===== config.mk =====
export PLATFORM = sky130hd
export DESIGN_NAME = rv32Front
export DESIGN_NICKNAME = d
export VERILOG_FILES = /design/src/logic/coreDefsPkg.sv /design/src/logic/fetchLink.sv /design/src/logic/issueLink.sv /design/src/logic/execUnit.sv /design/src/logic/fetchUnit.sv /design/src/logic/ifidStageReg.sv /design/src/logic/rv32Front.sv
export SDC_FILE = /design/constraint.sdc
export NUM_CORES = 2
export LEC_CHECK = 0
export BUFFER_PORTS_ARGS = -buffer_cell sky130_fd_sc_hd__buf_2
export CAP_MARGIN = 25
export CORE_ASPECT_RATIO = 0.75
export CORE_UTILIZATION = 55
export DETAILED_ROUTE_END_ITERATION = 12
export PLACE_DENSITY = 0.79
export SYNTH_ARGS = -nofsm -noshare
export SYNTH_HDL_FRONTEND = slang
export SYNTH_SLANG_ARGS = --single-unit

===== constraint.sdc =====
create_clock -name clk -period 76.2 [get_ports clk]
set_input_delay 11.43 -clock clk [delete_from_list [all_inputs] [get_ports clk]]
set_output_delay 11.43 -clock clk [all_outputs]
set_load 0.005 [all_outputs]

===== src/logic/coreDefsPkg.sv =====
// core definitions shared by the fetch, stage-register and execute blocks
package coreDefsPkg;

    // data, instruction and address words
    typedef logic [31:0] wordT;

    // architectural register index
    typedef logic [4:0] regIdxT;

    // RV32I major opcodes handled by the execute unit
    typedef enum logic [6:0] {
        opReg    = 7'b0110011,
        opImm    = 7'b0010011,
        opLui    = 7'b0110111,
        opBranch = 7'b1100011,
        opJal    = 7'b1101111
    } opcodeT;

    // ALU operations
    typedef enum logic [3:0] {
        aluAdd   = 4'd0,
        aluSub   = 4'd1,
        aluAnd   = 4'd2,
        aluOr    = 4'd3,
        aluXor   = 4'd4,
        aluSlt   = 4'd5,
        aluSll   = 4'd6,
        aluSrl   = 4'd7,
        aluPassB = 4'd8  // operand b straight through, used by LUI
    } aluOpT;

    // funct3 encodings for the branches covered here
    localparam logic [2:0] f3Beq = 3'b000;
    localparam logic [2:0] f3Bne = 3'b001;
    localparam logic [2:0] f3Blt = 3'b100;
    localparam logic [2:0] f3Bge = 3'b101;

    // funct3 encodings shared by register and immediate ALU ops
    localparam logic [2:0] f3AddSub = 3'b000;
    localparam logic [2:0] f3Sll    = 3'b001;
    localparam logic [2:0] f3Slt    = 3'b010;
    localparam logic [2:0] f3Xor    = 3'b100;
    localparam logic [2:0] f3Srl    = 3'b101;
    localparam logic [2:0] f3Or     = 3'b110;
    localparam logic [2:0] f3And    = 3'b111;

    // ADDI x0,x0,0
    localparam wordT nopInst = 32'h00000013;

endpackage


===== src/logic/fetchLink.sv =====
// fetch link: fetched pc/instruction toward IF/ID, stall back to fetch
`timescale 1ns/1ps

interface fetchLink;
    import coreDefsPkg::*;

    wordT pc;          // address of inst
    wordT inst;
    logic fetchValid;
    logic stall;       // IF/ID not taking new words

    modport fetch (
        output pc,
        output inst,
        output fetchValid,
        input  stall
    );

    modport stage (
        input  pc,
        input  inst,
        input  fetchValid,
        output stall
    );

endinterface


===== src/logic/issueLink.sv =====
// issue link: held instruction toward execute, redirect back to fetch and IF/ID
`timescale 1ns/1ps

interface issueLink;
    import coreDefsPkg::*;

    wordT pc;
    wordT inst;
    logic issueValid;  // one cycle per captured instruction
    logic flush;
    wordT redirectPc;

    modport stage (
        output pc,
        output inst,
        output issueValid,
        input  flush
    );

    modport exec (
        input  pc,
        input  inst,
        input  issueValid,
        output flush,
        output redirectPc
    );

    // fetch side only needs the redirect
    modport redirect (
        input flush,
        input redirectPc
    );

endinterface


===== src/logic/execUnit.sv =====
// execute unit: decode, register file, ALU, branch resolve and retire report
`timescale 1ns/1ps

module execUnit (
    input  logic               clk,
    input  logic               reset,
    issueLink.exec             link,
    output logic               retireValid,
    output coreDefsPkg::wordT  retirePc,
    output coreDefsPkg::regIdxT retireRd,
    output coreDefsPkg::wordT  retireData
);
    import coreDefsPkg::*;

    wordT   regFile [32];
    opcodeT opcode;
    regIdxT rd;
    regIdxT rs1;
    regIdxT rs2;
    logic [2:0] funct3;
    logic [6:0] funct7;
    wordT   immI;
    wordT   immU;
    wordT   immB;
    wordT   immJ;
    wordT   rs1Val;
    wordT   rs2Val;
    wordT   opB;
    wordT   aluResult;
    wordT   result;
    aluOpT  aluOp;
    logic   regWrite;
    logic   isBranch;
    logic   isJal;
    logic   branchTaken;

    // instruction fields
    assign opcode = opcodeT'(link.inst[6:0]);
    assign rd     = link.inst[11:7];
    assign funct3 = link.inst[14:12];
    assign rs1    = link.inst[19:15];
    assign rs2    = link.inst[24:20];
    assign funct7 = link.inst[31:25];

    assign immI = {{20{link.inst[31]}}, link.inst[31:20]};
    assign immU = {link.inst[31:12], 12'b0};
    assign immB = {{19{link.inst[31]}}, link.inst[31], link.inst[7],
                   link.inst[30:25], link.inst[11:8], 1'b0};
    assign immJ = {{11{link.inst[31]}}, link.inst[31], link.inst[19:12],
                   link.inst[20], link.inst[30:21], 1'b0};

    // x0 reads as zero
    assign rs1Val = (rs1 == '0) ? '0 : regFile[rs1];
    assign rs2Val = (rs2 == '0) ? '0 : regFile[rs2];

    always_comb begin
        aluOp    = aluAdd;
        opB      = rs2Val;
        regWrite = 1'b0;
        isBranch = 1'b0;
        isJal    = 1'b0;
        case (opcode)
            opReg: begin
                regWrite = 1'b1;
                case (funct3)
                    f3AddSub: aluOp = funct7[5] ? aluSub : aluAdd;
                    f3Sll:    aluOp = aluSll;
                    f3Slt:    aluOp = aluSlt;
                    f3Xor:    aluOp = aluXor;
                    f3Srl:    aluOp = aluSrl;
                    f3Or:     aluOp = aluOr;
                    f3And:    aluOp = aluAnd;
                    default:  regWrite = 1'b0;  // SLTU not handled
                endcase
            end
            opImm: begin
                opB      = immI;
                regWrite = 1'b1;
                case (funct3)
                    f3AddSub: aluOp = aluAdd;
                    f3Slt:    aluOp = aluSlt;
                    f3Xor:    aluOp = aluXor;
                    f3Or:     aluOp = aluOr;
                    f3And:    aluOp = aluAnd;
                    default:  regWrite = 1'b0;  // immediate shifts, SLTIU
                endcase
            end
            opLui: begin
                aluOp    = aluPassB;
                opB      = immU;
                regWrite = 1'b1;
            end
            opBranch: isBranch = 1'b1;
            opJal: begin
                isJal    = 1'b1;
                regWrite = 1'b1;
            end
            default: ;  // retires with no write
        endcase
    end

    always_comb begin
        case (aluOp)
            aluAdd:   aluResult = rs1Val + opB;
            aluSub:   aluResult = rs1Val - opB;
            aluAnd:   aluResult = rs1Val & opB;
            aluOr:    aluResult = rs1Val | opB;
            aluXor:   aluResult = rs1Val ^ opB;
            aluSlt:   aluResult = {31'b0, $signed(rs1Val) < $signed(opB)};
            aluSll:   aluResult = rs1Val << opB[4:0];
            aluSrl:   aluResult = rs1Val >> opB[4:0];
            aluPassB: aluResult = opB;
            default:  aluResult = '0;
        endcase
    end

    always_comb begin
        case (funct3)
            f3Beq:   branchTaken = (rs1Val == rs2Val);
            f3Bne:   branchTaken = (rs1Val != rs2Val);
            f3Blt:   branchTaken = $signed(rs1Val) < $signed(rs2Val);
            f3Bge:   branchTaken = $signed(rs1Val) >= $signed(rs2Val);
            default: branchTaken = 1'b0;
        endcase
    end

    assign result = isJal ? link.pc + 32'd4 : aluResult;  // link address for JAL

    assign link.flush      = link.issueValid && (isJal || (isBranch && branchTaken));
    assign link.redirectPc = link.pc + (isJal ? immJ : immB);

    assign retireValid = link.issueValid;
    assign retirePc    = link.pc;
    assign retireRd    = regWrite ? rd : '0;
    assign retireData  = regWrite ? result : '0;

    // architectural state starts at zero
    always_ff @(posedge clk or posedge reset) begin
        if (reset) begin
            for (int i = 0; i < 32; i++) begin
                regFile[i] <= '0;
            end
        end else if (link.issueValid && regWrite && rd != '0) begin
            regFile[rd] <= result;
        end
    end

endmodule


===== src/logic/fetchUnit.sv =====
// fetch unit holding the program counter, next-pc select and instruction memory address
`timescale 1ns/1ps

module fetchUnit #(
    parameter coreDefsPkg::wordT resetPc = '0
) (
    input  logic              clk,
    input  logic              reset,
    output coreDefsPkg::wordT instAddr,
    input  coreDefsPkg::wordT instData,
    fetchLink.fetch           link,
    issueLink.redirect        redir
);
    import coreDefsPkg::*;

    wordT pcReg;
    wordT pcNext;

    // redirect wins over stall
    always_comb begin
        if (redir.flush) begin
            pcNext = redir.redirectPc;
        end else if (!link.stall) begin
            pcNext = pcReg + 32'd4;
        end else begin
            pcNext = pcReg;  // frozen
        end
    end

    always_ff @(posedge clk or posedge reset) begin
        if (reset) begin
            pcReg <= resetPc;
        end else begin
            pcReg <= pcNext;
        end
    end

    assign instAddr = pcReg;

    // memory is read combinationally at instAddr
    assign link.pc         = pcReg;
    assign link.inst       = instData;
    assign link.fetchValid = !reset;  // real words as soon as reset is gone

endmodule


===== src/logic/ifidStageReg.sv =====
// IF/ID stage register with stall freeze, flush to NOP and one-cycle valid
`timescale 1ns/1ps

module ifidStageReg (
    input  logic    clk,
    input  logic    reset,
    input  logic    hold,
    fetchLink.stage inLink,
    issueLink.stage outLink
);
    import coreDefsPkg::*;

    logic capture;

    // a flush overrides hold, so fetch is never stalled on a redirect
    assign inLink.stall = hold && !outLink.flush;

    assign capture = inLink.fetchValid && !hold;

    always_ff @(posedge clk or posedge reset) begin
        if (reset) begin
            outLink.inst       <= nopInst;
            outLink.pc         <= '0;
            outLink.issueValid <= 1'b0;
        end else if (outLink.flush) begin
            // wrong-path word replaced by a bubble
            outLink.inst       <= nopInst;
            outLink.pc         <= inLink.pc;
            outLink.issueValid <= 1'b0;
        end else if (capture) begin
            outLink.inst       <= inLink.inst;
            outLink.pc         <= inLink.pc;
            outLink.issueValid <= 1'b1;
        end else begin
            outLink.issueValid <= 1'b0;  // contents stay, pulse ends
        end
    end

endmodule


===== src/logic/rv32Front.sv =====
// RV32I front: fetch unit, IF/ID register and execute unit joined together
`timescale 1ns/1ps

module rv32Front #(
    parameter coreDefsPkg::wordT resetPc = '0
) (
    input  logic                clk,
    input  logic                reset,
    input  logic                hold,         // back-pressure into IF/ID
    input  coreDefsPkg::wordT   instData,
    output coreDefsPkg::wordT   instAddr,
    output logic                retireValid,
    output coreDefsPkg::wordT   retirePc,
    output coreDefsPkg::regIdxT retireRd,
    output coreDefsPkg::wordT   retireData
);

    fetchLink fLink ();
    issueLink iLink ();

    fetchUnit #(
        .resetPc (resetPc)
    ) uFetch (
        .clk      (clk),
        .reset    (reset),
        .instAddr (instAddr),
        .instData (instData),
        .link     (fLink.fetch),
        .redir    (iLink.redirect)
    );

    ifidStageReg uIfid (
        .clk     (clk),
        .reset   (reset),
        .hold    (hold),
        .inLink  (fLink.stage),
        .outLink (iLink.stage)
    );

    execUnit uExec (
        .clk         (clk),
        .reset       (reset),
        .link        (iLink.exec),
        .retireValid (retireValid),
        .retirePc    (retirePc),
        .retireRd    (retireRd),
        .retireData  (retireData)
    );

endmodule


==> metrics.txt <==
TritonCTS Buffers=106; post-synth top area cell=dfrtp_1; total number of vias=63300; outcome=finished, final reports clean; Fillers=10000; clk buf depth=3; post-synthesis register bit count=1121; crit-path max FO=62; Netlist Area Pre-Place=0.0700 mm²; RSZ-0062 raised after global routing=no; Most used DFF post-synth=dfrtp_1; Die ar.=0.129 mm²; syn nets=7255; DR iter-0 viols=10600; initial antenna violation count=12; Leak=32.6 nW; CORE AREA=0.125 mm²; First-pass DRT Iterations=7; Rel. slew slack=16.0%; CTS Sinks=1121; Post-synth top cells=1156 x nand2_1, 1118 x dfrtp_1, 793 x o21ai_0, 477 x clkbuf_1, 416 x mux4_2; number of flops mapped to enable cells by yosys=0; nets=7065; Startpoint Class=flip-flop; HP Class=flip-flop to flip-flop; switch share=40.3%; Reg power frac=34.5%; Max rail drop VDD=19.4 µV; remaining antenna violation count=0; IO Count=137; fin crit period=21.73 ns; GP Congestion=1.07; Setup Buffers After CTS=0; Port Buffers=136; worst-skew pair later-pin latency=0.80 ns; Synth Area per Inst=9.93 µm²; CTS clk-pin slew, worst paths=0.07 ns; Synth cell types=96; final period utilization=28.5%; Clk pwr share=29.8%; setup ws final=54.47 ns; vias per cell=7.35; total of max-cap violations=0; Die Y=311 µm; Hold Vio Cnt, Final=0; drt drc=0; pre-CTS setup slack=55.85 ns; most common cell in the netlist=nand2_1; Slew Viols, Final=0; layout cells sized above 1=19.0%; GR Overflow Total=0; vias in the first global route=60700; WHS Path Cells=0; row count=112; area growth from synthesis to layout=9.26%; P_int=1.15 mW; Cells after Synth=7053; final setup vio count=0; WL/cell=35.2 µm; first-pass GRT wire length=433 mm; PD cells=25.2 mW/mm²; Crit. End Element=output port; register area share after synthesis=40.1%; Worst Setup Path Type=flip-flop to output port; Async SR Flop Fraction=100%; H-tree Lvls=3; GRT Util Overall=46.7%; Clock Root Buffer=clkbuf_16; Comb pwr share=35.7%; WP data arrival=10.30 ns; HPWL Detailed=198 mm; fmax=46.0 MHz; Yosys top cell area share=40.0%; worst r2r path cells=21; worst-margin pin slew=1.26 ns; largest cells by area after synthesis=dfrtp_1 40%, mux4_2 13%, nand2_1 6.2%, o21ai_0 5.7%, mux2i_1 5.0%; WP data required=64.77 ns; Die Span X=414 µm; pin count of the biggest net entering global routing=123; setup TNS=0 ns; Setup Skew=0.0871 ns; Post-CTS Resized=0; Syn. warnings=0; post-cts hold buffer count=0; Routed WL=303 mm; Starting Density=55.9%; CTS tree=done; switching power=0.775 mW
[worst paths after layout]
check / from / end / slack [ns]
worst min-delay path: uExec.regFile[995] / uExec.regFile[995] / 0.40
worst max-delay path: uIfid.outLink.inst[21] / retireData[28] / 54.47
min in group asynchronous: reset / uIfid.outLink.inst[10] / 10.82
worst max register to register: uIfid.outLink.inst[15] / uFetch.instAddr[0] / 66.30
max in group asynchronous: reset / uExec.regFile[67] / 60.74
worst min register to register: uExec.regFile[995] / uExec.regFile[995] / 0.40
[per-stage QoR]
| step | instances | area [µm²] | power, mW | util [%] | hold WS (ns) |
|---|---|---|---|---|---|
| after floorplan | 7053 | 70000 | 1.06 | - | 0.441 |
| after global placement | 8379 | 72200 | 1.31 | 57.7 | 0.377 |
| after detailed placement | 8389 | 72300 | 1.32 | 57.7 | 0.385 |
| after CTS | 8586 | 76100 | 1.89 | 60.7 | 0.400 |
| after global routing | 8605 | 76500 | 1.97 | 61.1 | 0.413 |
| final | 8611 | 76500 | 1.92 | 61.1 | 0.398 |
[cell usage in the layout, fill, tap and decap left out, types with 56 or more instances in the layout]
| master | n |
|---|---|
| mux2i_1 | 353 |
| nand3_1 | 131 |
| o21ai_1 | 151 |
| a21oi_1 | 217 |
| o31ai_1 | 72 |
| nor2_1 | 243 |
| dfrtp_1 | 1111 |
| mux2_2 | 191 |
| buf_2 | 138 |
| buf_4 | 220 |
| mux4_2 | 416 |
| nor3_1 | 91 |
| a22oi_1 | 195 |
| o21ai_0 | 789 |
| clkbuf_16 | 107 |
| ha_1 | 164 |
| xnor2_1 | 56 |
| nand2_1 | 1125 |
| inv_1 | 124 |
[routing by layer]
metal	part of all wire (%)	global-route usage, %
met1	38	64.9
met5	0.056	0
met2	40	61.4
met4	5.9	24.2
met3	16	20.0
[power by group through the flow]
stage	clock (mW)	combinational [mW]	sequential [mW]
detailed placement	0	0.650	0.671
finish	0.574	0.688	0.663
CTS	0.572	0.654	0.660
floorplan	0	0.406	0.652
global route	0.596	0.709	0.665
global placement	0	0.645	0.669
[registers in the layout (all words and copies together) (netlist names)]
signal / count
uIfid.outLink.inst: 32
uFetch.instAddr: 32
uIfid.outLink.issueValid: 1
uIfid.outLink.pc: 32
uExec.regFile: 1024
[worst max-delay path: stages, from the launching register on]
cell,delay (ns)
dfrtp_4,1.09
buf_4,0.70
buf_4,0.76
mux4_2,0.42
mux4_2,0.47
mux2i_1,0.42
nor2_1,0.26
inv_1,0.14
o21ai_0,0.17
ha_1,0.44
or3b_2,0.49
and4_1,0.23
a211oi_1,0.58
o22ai_1,0.37
a211o_1,0.46
a21oi_1,0.42
o21ai_0,0.38
xnor2_1,0.42
a2111oi_4,0.13
nor3_1,0.73
buf_2,0.25
[layout make-up]
type	instances	area, µm²	area share, %
clock inverters	51	713	0.932
clock buffers	146	3020	3.95
flip-flops and latches	1121	28100	36.7
multi-input cells	5121	39200	51.3
well taps	1653	2070	2.70
repair buffers	382	2870	3.75
diodes	6	15.0	0.0196
inverters	131	499	0.653
[logic make-up (layout without fill, tap and decap cells)]
group | count (synthesis) | count (layout) | synth area share (%)
flops | 1121 | 1121 | 40.1
mux | 960 | 960 | 21.5
other cells | 0 | 6 | 0
xor+xnor | 94 | 94 | 1.18
compound gates | 1963 | 1963 | 17.4
simple gates | 1937 | 1937 | 12.0
buf+inv | 811 | 710 | 4.78
fa+ha+maj | 167 | 167 | 3.02
Note: power is estimated with default switching activity, not from simulation.
